File: config.mk
export PLATFORM = sky130hd
export DESIGN_NAME = life_engine
export DESIGN_NICKNAME = d
export VERILOG_FILES = /design/src/verilog/life_pkg.sv /design/src/verilog/cell_ram.sv /design/src/verilog/life_gen_stage.sv /design/src/verilog/row_readout.sv /design/src/verilog/life_engine.sv
export SDC_FILE = /design/constraint.sdc
export NUM_CORES = 1
export LEC_CHECK = 0
export BUFFER_PORTS_ARGS = -buffer_cell sky130_fd_sc_hd__buf_2
export CORE_MARGIN = 2
export CORE_UTILIZATION = 50
export CTS_CLUSTER_DIAMETER = 50
export DETAILED_ROUTE_END_ITERATION = 10
export PLACE_DENSITY = 0.63
export SLEW_MARGIN = 0
export SYNTH_ARGS = -nofsm -noshare
export SYNTH_HDL_FRONTEND = slang
export SYNTH_SLANG_ARGS = --single-unit
File: constraint.sdc
create_clock -name clk -period 5.9 [get_ports clk]
set_clock_uncertainty 0.2 [all_clocks]
set_input_delay 0.59 -clock clk [delete_from_list [all_inputs] [get_ports clk]]
set_output_delay 0.59 -clock clk [all_outputs]
set_load 0.02 [all_outputs]
File: src/verilog/life_pkg.sv
/* life_pkg
   frame sizing, pipeline latencies and row types for the linear life engine
*/
package life_pkg;

	//////////////////////////////////////////////////
	// frame geometry
	//////////////////////////////////////////////////

	localparam int row_width = 16; // cells per row, horizontal wrap point
	localparam int row_depth = 16; // rows held in the ram
	localparam int addr_bits = $clog2(row_depth);

	localparam int gens = 2; // generation stages per pass

	//////////////////////////////////////////////////
	// pipeline latencies
	//////////////////////////////////////////////////

	// address edge to valid ram q
	localparam int ram_read_lat = 1;

	// sh delay so the chain samples q on the edge after it goes valid
	localparam int sh_delay = ram_read_lat + 1;

	// steps from a row entering a window to its new state being sampled
	// one step into the window middle, one into the tally, one downstream
	localparam int stage_lag = 3;

	//////////////////////////////////////////////////
	// types
	//////////////////////////////////////////////////

	typedef logic [row_width-1:0] row_t; // one frame row
	typedef logic [addr_bits-1:0] addr_t; // row address
	typedef logic [1:0] tally_t; // vertical sum of three cells, 0..3

endpackage

File: src/verilog/cell_ram.sv
/* cell_ram
   two-port row memory, one frame row per word, registered read path
*/
`timescale 1ns/1ps

module cell_ram (
	input  logic            clk,
	input  life_pkg::row_t  wdata, // init row or writeback row
	input  life_pkg::addr_t raddr,
	input  life_pkg::addr_t waddr,
	input  logic            we,
	output life_pkg::row_t  q // valid one edge after the address edge
);

	// one word per row
	life_pkg::row_t mem [0:life_pkg::row_depth-1];

	life_pkg::row_t rd_row; // array read, taken at the address edge

	//////////////////////////////////////////////////
	// write port
	//////////////////////////////////////////////////

	always_ff @(posedge clk) begin
		if (we) begin
			mem[waddr] <= wdata; // lands at this edge
		end
	end

	//////////////////////////////////////////////////
	// read port
	//////////////////////////////////////////////////

	// address sampled at edge k picks the word as it stood before k
	// so a same-edge write to that row is not seen (old data mode)
	always_ff @(posedge clk) begin
		rd_row <= mem[raddr];
	end

	// output register, q settles after edge k+1
	always_ff @(posedge clk) begin
		q <= rd_row;
	end

endmodule

File: src/verilog/life_gen_stage.sv
/* life_gen_stage
   one life generation over a stream of rows
   three row window, registered column tally, wrapped row sum, life rule
*/
`timescale 1ns/1ps

module life_gen_stage (
	input  logic           clk,
	input  logic           step, // chain advance, everything here holds without it
	input  life_pkg::row_t row_in, // next row of the previous generation
	output life_pkg::row_t row_out // new state of the tally center row
);
	import life_pkg::*;

	// win[0] newest, win[2] oldest
	row_t win [0:2];

	// per column sum of the three window cells, taken on step
	tally_t [row_width-1:0] tally_q;

	// full nine cell count per column, 0..9
	logic [3:0] sum9 [0:row_width-1];

	//////////////////////////////////////////////////
	// row window
	//////////////////////////////////////////////////

	// shift in one row per step
	// a row sits in win[0], then win[1], then win[2]
	always_ff @(posedge clk) begin
		if (step) begin
			win[2] <= win[1];
			win[1] <= win[0];
			win[0] <= row_in; // newest row
		end
	end

	//////////////////////////////////////////////////
	// vertical tally
	//////////////////////////////////////////////////

	// taken on the same step that moves win[1] into win[2]
	// so after the step win[2] is the center of tally_q
	always_ff @(posedge clk) begin
		if (step) begin
			for (int c = 0; c < row_width; c++) begin
				tally_q[c] <= {1'b0, win[2][c]}
					+ {1'b0, win[1][c]}
					+ {1'b0, win[0][c]};
			end
		end
	end

	//////////////////////////////////////////////////
	// horizontal sum
	//////////////////////////////////////////////////

	// own column plus both neighbours
	// column 0 and the last column are neighbours of each other
	always_comb begin
		for (int c = 0; c < row_width; c++) begin
			sum9[c] = {2'b00, tally_q[(c + row_width - 1) % row_width]} // lower neighbour
				+ {2'b00, tally_q[c]}
				+ {2'b00, tally_q[(c + 1) % row_width]}; // upper neighbour
		end
	end

	//////////////////////////////////////////////////
	// life rule
	//////////////////////////////////////////////////

	// sum9 includes the cell itself
	// 3 means born or survives with two neighbours
	// 4 means survives with three neighbours, only if already alive
	// anything else is dead next generation
	always_comb begin
		for (int c = 0; c < row_width; c++) begin
			row_out[c] = (sum9[c] == 4'd3) || ((sum9[c] == 4'd4) && win[2][c]);
		end
	end

	// row_out follows stage state only
	// it is sampled by the next stage or the writeback reg on the next step

endmodule

File: src/verilog/row_readout.sv
/* row_readout
   display read path, latches one ram row onto dout two edges after ld
*/
`timescale 1ns/1ps

module row_readout (
	input  logic           clk,
	input  logic           rst,
	input  logic           ld, // load strobe, raddr held at the same edge
	input  life_pkg::row_t q, // ram read data
	output life_pkg::row_t dout // display row, holds between loads
);
	import life_pkg::*;

	// same latency as the shift path, ram address edge to q sample
	logic [sh_delay-1:0] ld_dly;

	always_ff @(posedge clk) begin
		if (rst) begin
			ld_dly <= '0;
			dout   <= '0;
		end else begin
			// two loads may be in flight back to back
			ld_dly <= {ld_dly[sh_delay-2:0], ld};
			if (ld_dly[sh_delay-1]) begin
				dout <= q; // row read at the ld edge
			end
		end
	end

endmodule

File: src/verilog/life_engine.sv
/* life_engine
   linear life engine top, row ram feeding a chain of generation stages
   with writeback of the last generation and a display read path
*/
`timescale 1ns/1ps

module life_engine (
	input  logic            clk,
	input  logic            rst,
	// memory control
	input  life_pkg::addr_t raddr, // shift reads and display reads
	input  life_pkg::addr_t waddr, // init writes and writebacks
	input  logic            we,
	// chain shift
	input  logic            sh,
	// display port
	input  logic            ld,
	output life_pkg::row_t  dout,
	// init port
	input  logic            init,
	input  life_pkg::row_t  init_data
);
	import life_pkg::*;

	// chain[0] is ram q, chain[g+1] is the output of stage g
	row_t chain [0:gens];

	row_t ram_wdata;
	row_t wb_row; // last generation, written back on we

	logic [sh_delay-1:0] sh_dly;
	logic step; // global enable for the stage chain

	//////////////////////////////////////////////////
	// row memory
	//////////////////////////////////////////////////

	// init wins the write port, otherwise the new generation goes back
	assign ram_wdata = init ? init_data : wb_row;

	cell_ram ram_i (
		.clk  (clk),
		.wdata(ram_wdata),
		.raddr(raddr),
		.waddr(waddr),
		.we   (we),
		.q    (chain[0])
	);

	// display latch on the same read port
	row_readout readout_i (
		.clk (clk),
		.rst (rst),
		.ld  (ld),
		.q   (chain[0]),
		.dout(dout)
	);

	//////////////////////////////////////////////////
	// shift enable
	//////////////////////////////////////////////////

	// sh at edge k steps the chain at edge k+2, when q holds that read
	always_ff @(posedge clk) begin
		if (rst) begin
			sh_dly <= '0;
		end else begin
			sh_dly <= {sh_dly[sh_delay-2:0], sh};
		end
	end

	assign step = sh_dly[sh_delay-1];

	//////////////////////////////////////////////////
	// generation chain
	//////////////////////////////////////////////////

	genvar g;
	generate
		for (g = 0; g < gens; g++) begin : gen_stage
			life_gen_stage stage_i (
				.clk    (clk),
				.step   (step),
				.row_in (chain[g]), // ram row or previous generation
				.row_out(chain[g+1])
			);
		end
	endgenerate

	// last stage output, held until the next step
	// for a row read at edge k this holds its result after step k+2+3*gens
	always_ff @(posedge clk) begin
		if (step) begin
			wb_row <= chain[gens];
		end
	end

endmodule

==> results.md, run 1 <==
- R2R cell count: 7
- Minimum clock period: 2839 ps
- H-tree depth: 2
- Ys flop type: edfxtp_1
- Crit path cell chain: ha_1 > fa_1 > fa_1 > a211oi_1 > mux2i_1 > nor4b_1 > a31o_2
- Startpoint types: register
- Sequential-to-total area share from yosys stat: 0.6610
- Mapped cell area: 21200 µm²
- Fin crit share: 0.4812
- CTS tree: done
- Max clock buf depth: 3
- Worst hold start: ld
- Reg2Reg Capture Point: gen_stage[1].stage_i.win[0][10]
- Maximum vdd drop: 0.2637 mV
- Hpwl dp: 26010 µm
- Initial DRC Count: 624
- Rel. slew slack: 0.2644
- Arr. time, crit path: 3090 ps
- DRT Wirelength: 40440 µm
- F_max: 0.3522 GHz
- Setup TNS: 0 ps
- Synth-to-layout area growth: 12.56%
- Hold EP: readout_i.ld_dly[0]
- WP data required: 6150 ps
- CP dominant cell by count: fa_1
- Gr usage total: 0.1889
- Final hold vios: 0
- Buffer count from post-CTS setup fixing: 0
- Reg-to-Reg Start: gen_stage[0].stage_i.tally_q[18]
- Dpl ws: 2807 ps
- Resized Gates After CTS: 0
- DIE WIDTH: 209.9 µm
- Avg Cell Area, Syn: 18.66 µm²
- WL per Instance: 22.32 µm
- Pre-antenna DRT Iters: 5
- CORE AREA: 41950 µm²
- Die Y: 209.9 µm
- Max Fanout on Critical Path: 4
- Antenna violations before repair: 0
- Antenna diodes: 0
- Share of cells above drive strength 1: 0.1885
- Ys Warns: 0
- CTS sink count: 484
- Yosys reg bits: 484
- WS Path Type: reg -> reg
- Setup ws final: 3061 ps
- CP Capture Type: register
- Vias in the first global route: 10980
- First-pass GRT wire length: 62580 µm
- Leak: 8.387 nW
- TritonCTS Buffers: 52
- Layout Nets: 1452
- Worst-path clk slew: 60 ps
- Post-CTS Hold Fix Bufs: 0
- Worst-Skew Late Latency: 580 ps
- RSZ-0062 raised after global routing: no
- I/O Pins: 46
- Clock Root Buffer: clkbuf_16
- Die ar.: 44070 µm²
- DRC violations left: 0
- Row cnt: 75
- R2r setup slk: 3060 ps
- Yosys cell types: 33
- IO buf count: 45
- Worst-Margin Slew: 1103 ps
- Starting Density: 0.5054
- Syn_nets: 1358
- PD cells: 320.6 nW/µm²
- Final slew viol count: 0
- Hold Path Stages: 2
- GP Congestion: 0.7523
- Final Setup Violations: 0
- Worst Hold Class: in -> reg
- Post-synth EDFFs: 432
- Async SR Flop Fraction: 0
- Via Count: 10570
- Pin count of the biggest net entering global routing: 78
- Fill count: 3210
- Vias per inst: 5.832
- CP max stage delay: 500 ps
- Outcome: finished, final reports clean
- Synth Instances: 1136
- Routed Antenna Nets: 0
- Max-cap viol count: 0
- GRT overflow: 0
- Critical path's slowest cell: fa_1
Yosys cell counts, types with 10 or more instances:
cell,instances,area (µm²)
mux2i_1,30,300.3
ha_1,96,1201
nor2_1,47,176.4
a31o_2,14,122.6
and3_1,36,225.2
a22oi_1,32,240.2
nor4b_1,14,122.6
a31oi_1,18,112.6
inv_1,18,67.56
o21ai_0,14,70.07
a211oi_1,32,240.2
dfxtp_1,52,1041
mux4_1,10,262.8
mux4_2,54,1216
nand3_1,15,75.07
a311oi_1,18,157.7
nand2_1,17,63.81
a21oi_1,32,160.2
fa_1,96,1922
mux2_2,16,180.2
edfxtp_1,432,12970
area by class of cell:
cell class	count	area [µm²]	area share
inverters	18	67.56	0.002831
clock inverters	20	211.5	0.008860
well taps	539	674.4	0.02826
repair buffers	67	392.9	0.01646
clock buffers	77	1528	0.06401
flip-flops and latches	484	14020	0.5873
multi-input cells	607	6974	0.2922
report_power, final:
part           switching [mW]  internal (mW)
registers              0.0711           3.85
logic                   0.283          0.219
clock network            1.30           1.93
flip-flops by register name (all words and copies together) (netlist names):
| signal | flops |
|---|---|
| wb_row | 16 |
| gen_stage.stage_i.win | 96 |
| sh_dly | 2 |
| ram_i.rd_row | 16 |
| readout_i.dout | 16 |
| readout_i.ld_dly | 2 |
| gen_stage.stage_i.tally_q | 64 |
| ram_i.q | 16 |
| ram_i.mem | 256 |
how the worst max path moves through the flow:
stage / from / endpoint / slack [ps] / cells past startpoint
floorplan: sh_dly[1] / gen_stage[0].stage_i.tally_q[0] / 1020 / 0
global placement: raddr[0] / ram_i.rd_row[10] / 2820 / 5
detailed placement: raddr[0] / ram_i.rd_row[10] / 2810 / 5
CTS: gen_stage[0].stage_i.tally_q[18] / gen_stage[1].stage_i.win[0][10] / 3070 / 7
global route: gen_stage[0].stage_i.tally_q[18] / gen_stage[1].stage_i.win[0][10] / 2900 / 7
finish: gen_stage[0].stage_i.tally_q[18] / gen_stage[1].stage_i.win[0][10] / 3060 / 7
critical path: cells and delay by family, from the launching register on:
family                   cells  cell delay, ps
adder cells (fa/ha/maj)      3            1230
AO/OA/AOI/OAI                2             390
flip-flops                   1             460
AND/OR/NAND/NOR              1             320
multiplexers                 1             130
kinds of logic (layout without fill, tap and decap cells):
group                      Yosys count  in the layout  share of synthesized area
adders and majority gates          192            192                     0.1473
DFF                                484            484                     0.6610
and+or+nand+nor                    145            145                    0.03600
muxes                              110            110                    0.09242
buffers and inverters               45            182                    0.01127
AOI/OAI and AO/OA                  160            160                    0.05205
layer usage:
layer | vias up | share of wire | track usage
met5 | - | 0 | 0
met4 | 0 | 0.024 | 0.05967
met3 | 56 | 0.044 | 0.02723
met2 | 237 | 0.51 | 0.3256
met1 | 5476 | 0.43 | 0.2503
li1 | 4798 | - | -
placed cells by master (no fill, tap or decap), types with 10 or more instances in the layout:
cell type	netlist	final
nand2_1	17	17
inv_1	18	18
ha_1	96	96
mux2i_1	30	30
a21oi_1	32	32
mux2_2	16	16
dfxtp_1	52	51
fa_1	96	96
buf_4	4	23
clkbuf_1	9	14
mux4_2	54	54
a211oi_1	32	32
a22oi_1	32	32
nor2_1	47	45
o21ai_0	14	14
a311oi_1	18	18
and3_1	36	36
a31oi_1	18	18
clkbuf_16	0	54
a31o_2	14	14
edfxtp_1	432	432
mux4_1	10	10
buf_2	8	44
nor4b_1	14	14
nand3_1	15	15
per-stage QoR:
step           hold slack, ps  total power [mW]  instance area, µm²  utilization  std cells
2_1_floorplan           109.6             4.339               21200            -       1136
3_3_place_gp            110.2             4.468               22130       0.5275       1715
3_5_place_dp            112.1             4.496               22130       0.5275       1715
4_1_cts                0.1099             7.736               23870       0.5689       1812
5_1_grt                 25.18             7.926               23870       0.5689       1812
6_report                28.97             7.652               23870       0.5689       1812
(Power assumes the default switching activity.)
==> run 2: changes to the inputs <==
clock period = 2.8 ns   (was 5.9 ns; I/O delays follow)
==> run 2 against run 1 <==
Compared with the run above:
- critical path depth did not move
- worst setup slack got worse by 3000 ps
- die area unchanged
- sequential power rose by 110%
- fmax up 4.8%
- largest cell class unchanged
- first-iteration DRC count grew 17%
- sequential cell count stayed put
- sequential share of layout area is 1.3 points lower
- register-to-register slack got worse by 3000 ps
- worst hold slack gained 28 ps
- critical path type unchanged
- non-clock buffer count increased by 29
==> results.md, run 2 (synthesis results as in run 1) <==
- Final Setup Violations: 0 (unchanged)
- Worst-path clk slew: 60 ps (about the same)
- Maximum vdd drop: 0.5426 mV (+110%)
- Die Y: 209.9 µm (unchanged)
- Pin count of the biggest net entering global routing: 51 (-35%)
- Startpoint types: register
- Hpwl dp: 26510 µm (+1.9%)
- CORE AREA: 41950 µm² (unchanged)
- Final total power: 16.56 mW (+120%)
- Reg2Reg Capture Point: wb_row[0]
- Vias in the first global route: 11310 (+3.1%)
- DIE WIDTH: 209.9 µm (unchanged)
- Final slew viol count: 0 (unchanged)
- CTS tree: done
- Fin crit share: 0.9676 (+0.4864)
- Worst hold start: waddr[0]
- GP Congestion: 0.7566 (+0.57%)
- Clock Root Buffer: clkbuf_16
- Clk pwr share: 0.434 (+0.012)
- DR WL met2: 21260 µm (+3.9%)
- Die ar.: 44070 µm² (unchanged)
- Max Fanout on Critical Path: 4 (unchanged)
- Starting Density: 0.5054 (unchanged)
- Sw Pwr: 3.575 mW (+120%)
- Highest routed layer: met4
- Hold Path Stages: 3 (+1)
- Pre-antenna DRT Iters: 5 (unchanged)
- Worst Hold Class: in -> reg
- Layout Nets: 1482 (+2.1%)
- R2R cell count: 7 (unchanged)
- Max clock buf depth: 3 (unchanged)
- Largest register FFs: 256 (unchanged)
- R2r setup slk: 90 ps (-2970 ps)
- TritonCTS Buffers: 53 (+1.9%)
- Reg-to-Reg Start: gen_stage[1].stage_i.tally_q[0]
- WS Path Type: reg -> reg
- CP Capture Type: register
- IO buf count: 45 (unchanged)
- PD cells: 678.6 nW/µm² (+110%)
- Max-cap viol count: 0 (unchanged)
- I/O Pins: 46 (unchanged)
- Register with the most flip-flops: ram_i.mem
- CTS sink count: 484 (unchanged)
- Int Pwr: 12.98 mW (+120%)
- First-pass GRT wire length: 62930 µm (+0.56%)
- Rel. slew slack: 0.6151 (+0.3508)
- Share of cells above drive strength 1: 0.2230 (+0.03446)
- Seq pwr share: 0.498 (-0.014)
- Worst-Margin Slew: 575.2 ps (-528.3 ps)
- Setup TNS: 0 ps (unchanged)
- F_max: 0.3691 GHz (+4.8%)
- WP data required: 3050 ps (-3100 ps)
- Minimum clock period: 2709 ps (-129.9 ps)
- Leak: 8.612 nW (+2.7%)
- Outcome: finished, final reports clean
- Row cnt: 75 (unchanged)
- Switch share: 0.2160 (about the same)
- WL per Instance: 21.91 µm (-1.8%)
- Initial DRC Count: 731 (+17%)
- H-tree depth: 2 (unchanged)
- Gr usage total: 0.1900 (+0.001059)
- Arr. time, crit path: 2960 ps (-130 ps)
- Largest regs: ram_i.mem (256), gen_stage.stage_i.win (96), gen_stage.stage_i.tally_q (64)
- Vias per inst: 5.781 (-0.87%)
- Commonest non-fill, non-tap cell in the layout: edfxtp_1
- Worst-Skew Late Latency: 600 ps (+20 ps)
- DRC violations left: 0 (unchanged)
- Final hold vios: 0 (unchanged)
- Combinational fraction of design power: 0.068 (+0.003)
- Routed Antenna Nets: 0 (unchanged)
- Hold EP: ram_i.mem[0][11]
- DRT Wirelength: 40430 µm (about the same)
- GRT overflow: 0 (unchanged)
- Antenna violations before repair: 2 (+2)
- Synth-to-layout area growth: 15.07%
- Most frequent cells in the layout: edfxtp_1 (432), ha_1 (96), fa_1 (91)
- Via Count: 10670 (+0.94%)
- Met3 WL: 1637 µm (-7.6%)
- DRT met1 WL: 16640 µm (-3.3%)
## run 2: cell types whose count changed in the layout (fill, tap and decap cells not counted), sizes merged
cell         previous run  this run
bufinv                  3         6
clkbuf                 77        78
dlygate4sd3             0         5
clkinv                 12        10
inv                    21        22
diode                   0         1
buf                    67        91
## run 2: final cells by class
type / instances / area [µm²]
antenna: 1 / 2.502
clock inverter: 22 / 310.3
tap: 539 / 674.4
fill: 3153 / 17550
timing repair buffer: 96 / 698.2
sequential: 484 / 14020
multi-input combinational: 607 / 7094
inverter: 18 / 67.56
clock buffer: 78 / 1531
## run 2: critical path: stages (launching register included)
cell      delay, ps
edfxtp_1        430
ha_1            230
fa_1            490
fa_1            460
a211oi_1        210
mux2i_1         110
nor4b_1         290
a31o_2          160
## run 2: power groups by stage
stage,Clock (mW),Combinational [mW],Sequential [mW]
2_1_floorplan,0,0.761,8.37
3_3_place_gp,0,1.05,8.39
3_5_place_dp,0,1.10,8.39
4_1_cts,7.36,1.11,8.24
5_1_grt,7.62,1.27,8.26
6_report,7.19,1.13,8.24
## run 2: worst max-delay path by stage
stage                                                 from                             end  slack, ps  cells past startpoint
after global routing      gen_stage[0].stage_i.tally_q[12]  gen_stage[1].stage_i.win[0][7]        -10                      7
after global placement    gen_stage[1].stage_i.tally_q[22]                      wb_row[12]        110                      7
after floorplan                                   waddr[2]                 ram_i.mem[0][0]        260                      2
after detailed placement  gen_stage[0].stage_i.tally_q[12]  gen_stage[1].stage_i.win[0][6]         60                      7
final                      gen_stage[1].stage_i.tally_q[0]                       wb_row[0]         90                      7
after CTS                  gen_stage[1].stage_i.tally_q[0]                       wb_row[1]         40                      7
## run 2: what timing repair did
item                       CTS  global route
hold endpoints to repair    20             0
setup endpoints to repair    0            18
buffers inserted             0             8
hold buffers                 5             0
resized for setup            0            22
## run 2: metal layers
layer	GRT usage	vias up
met5	0	-
met4	0.06016	0
met3	0.02634	58
met2	0.3386	196
met1	0.2422	5561
li1	-	4851
## run 2: metrics by stage
step / util / setup slack (ps) / hold WS [ps] / cell area [µm²] / std cells
final: 0.5816 / 90.77 / 56.97 / 24400 / 1845
after global routing: 0.5815 / -13.29 / 46.50 / 24390 / 1844
after floorplan: - / 264.9 / 109.6 / 21210 / 1136
after CTS: 0.5774 / 36.82 / 21.66 / 24220 / 1836
after global placement: 0.5323 / 105.9 / 110.7 / 22330 / 1731
after detailed placement: 0.5323 / 61.96 / 112.1 / 22330 / 1731
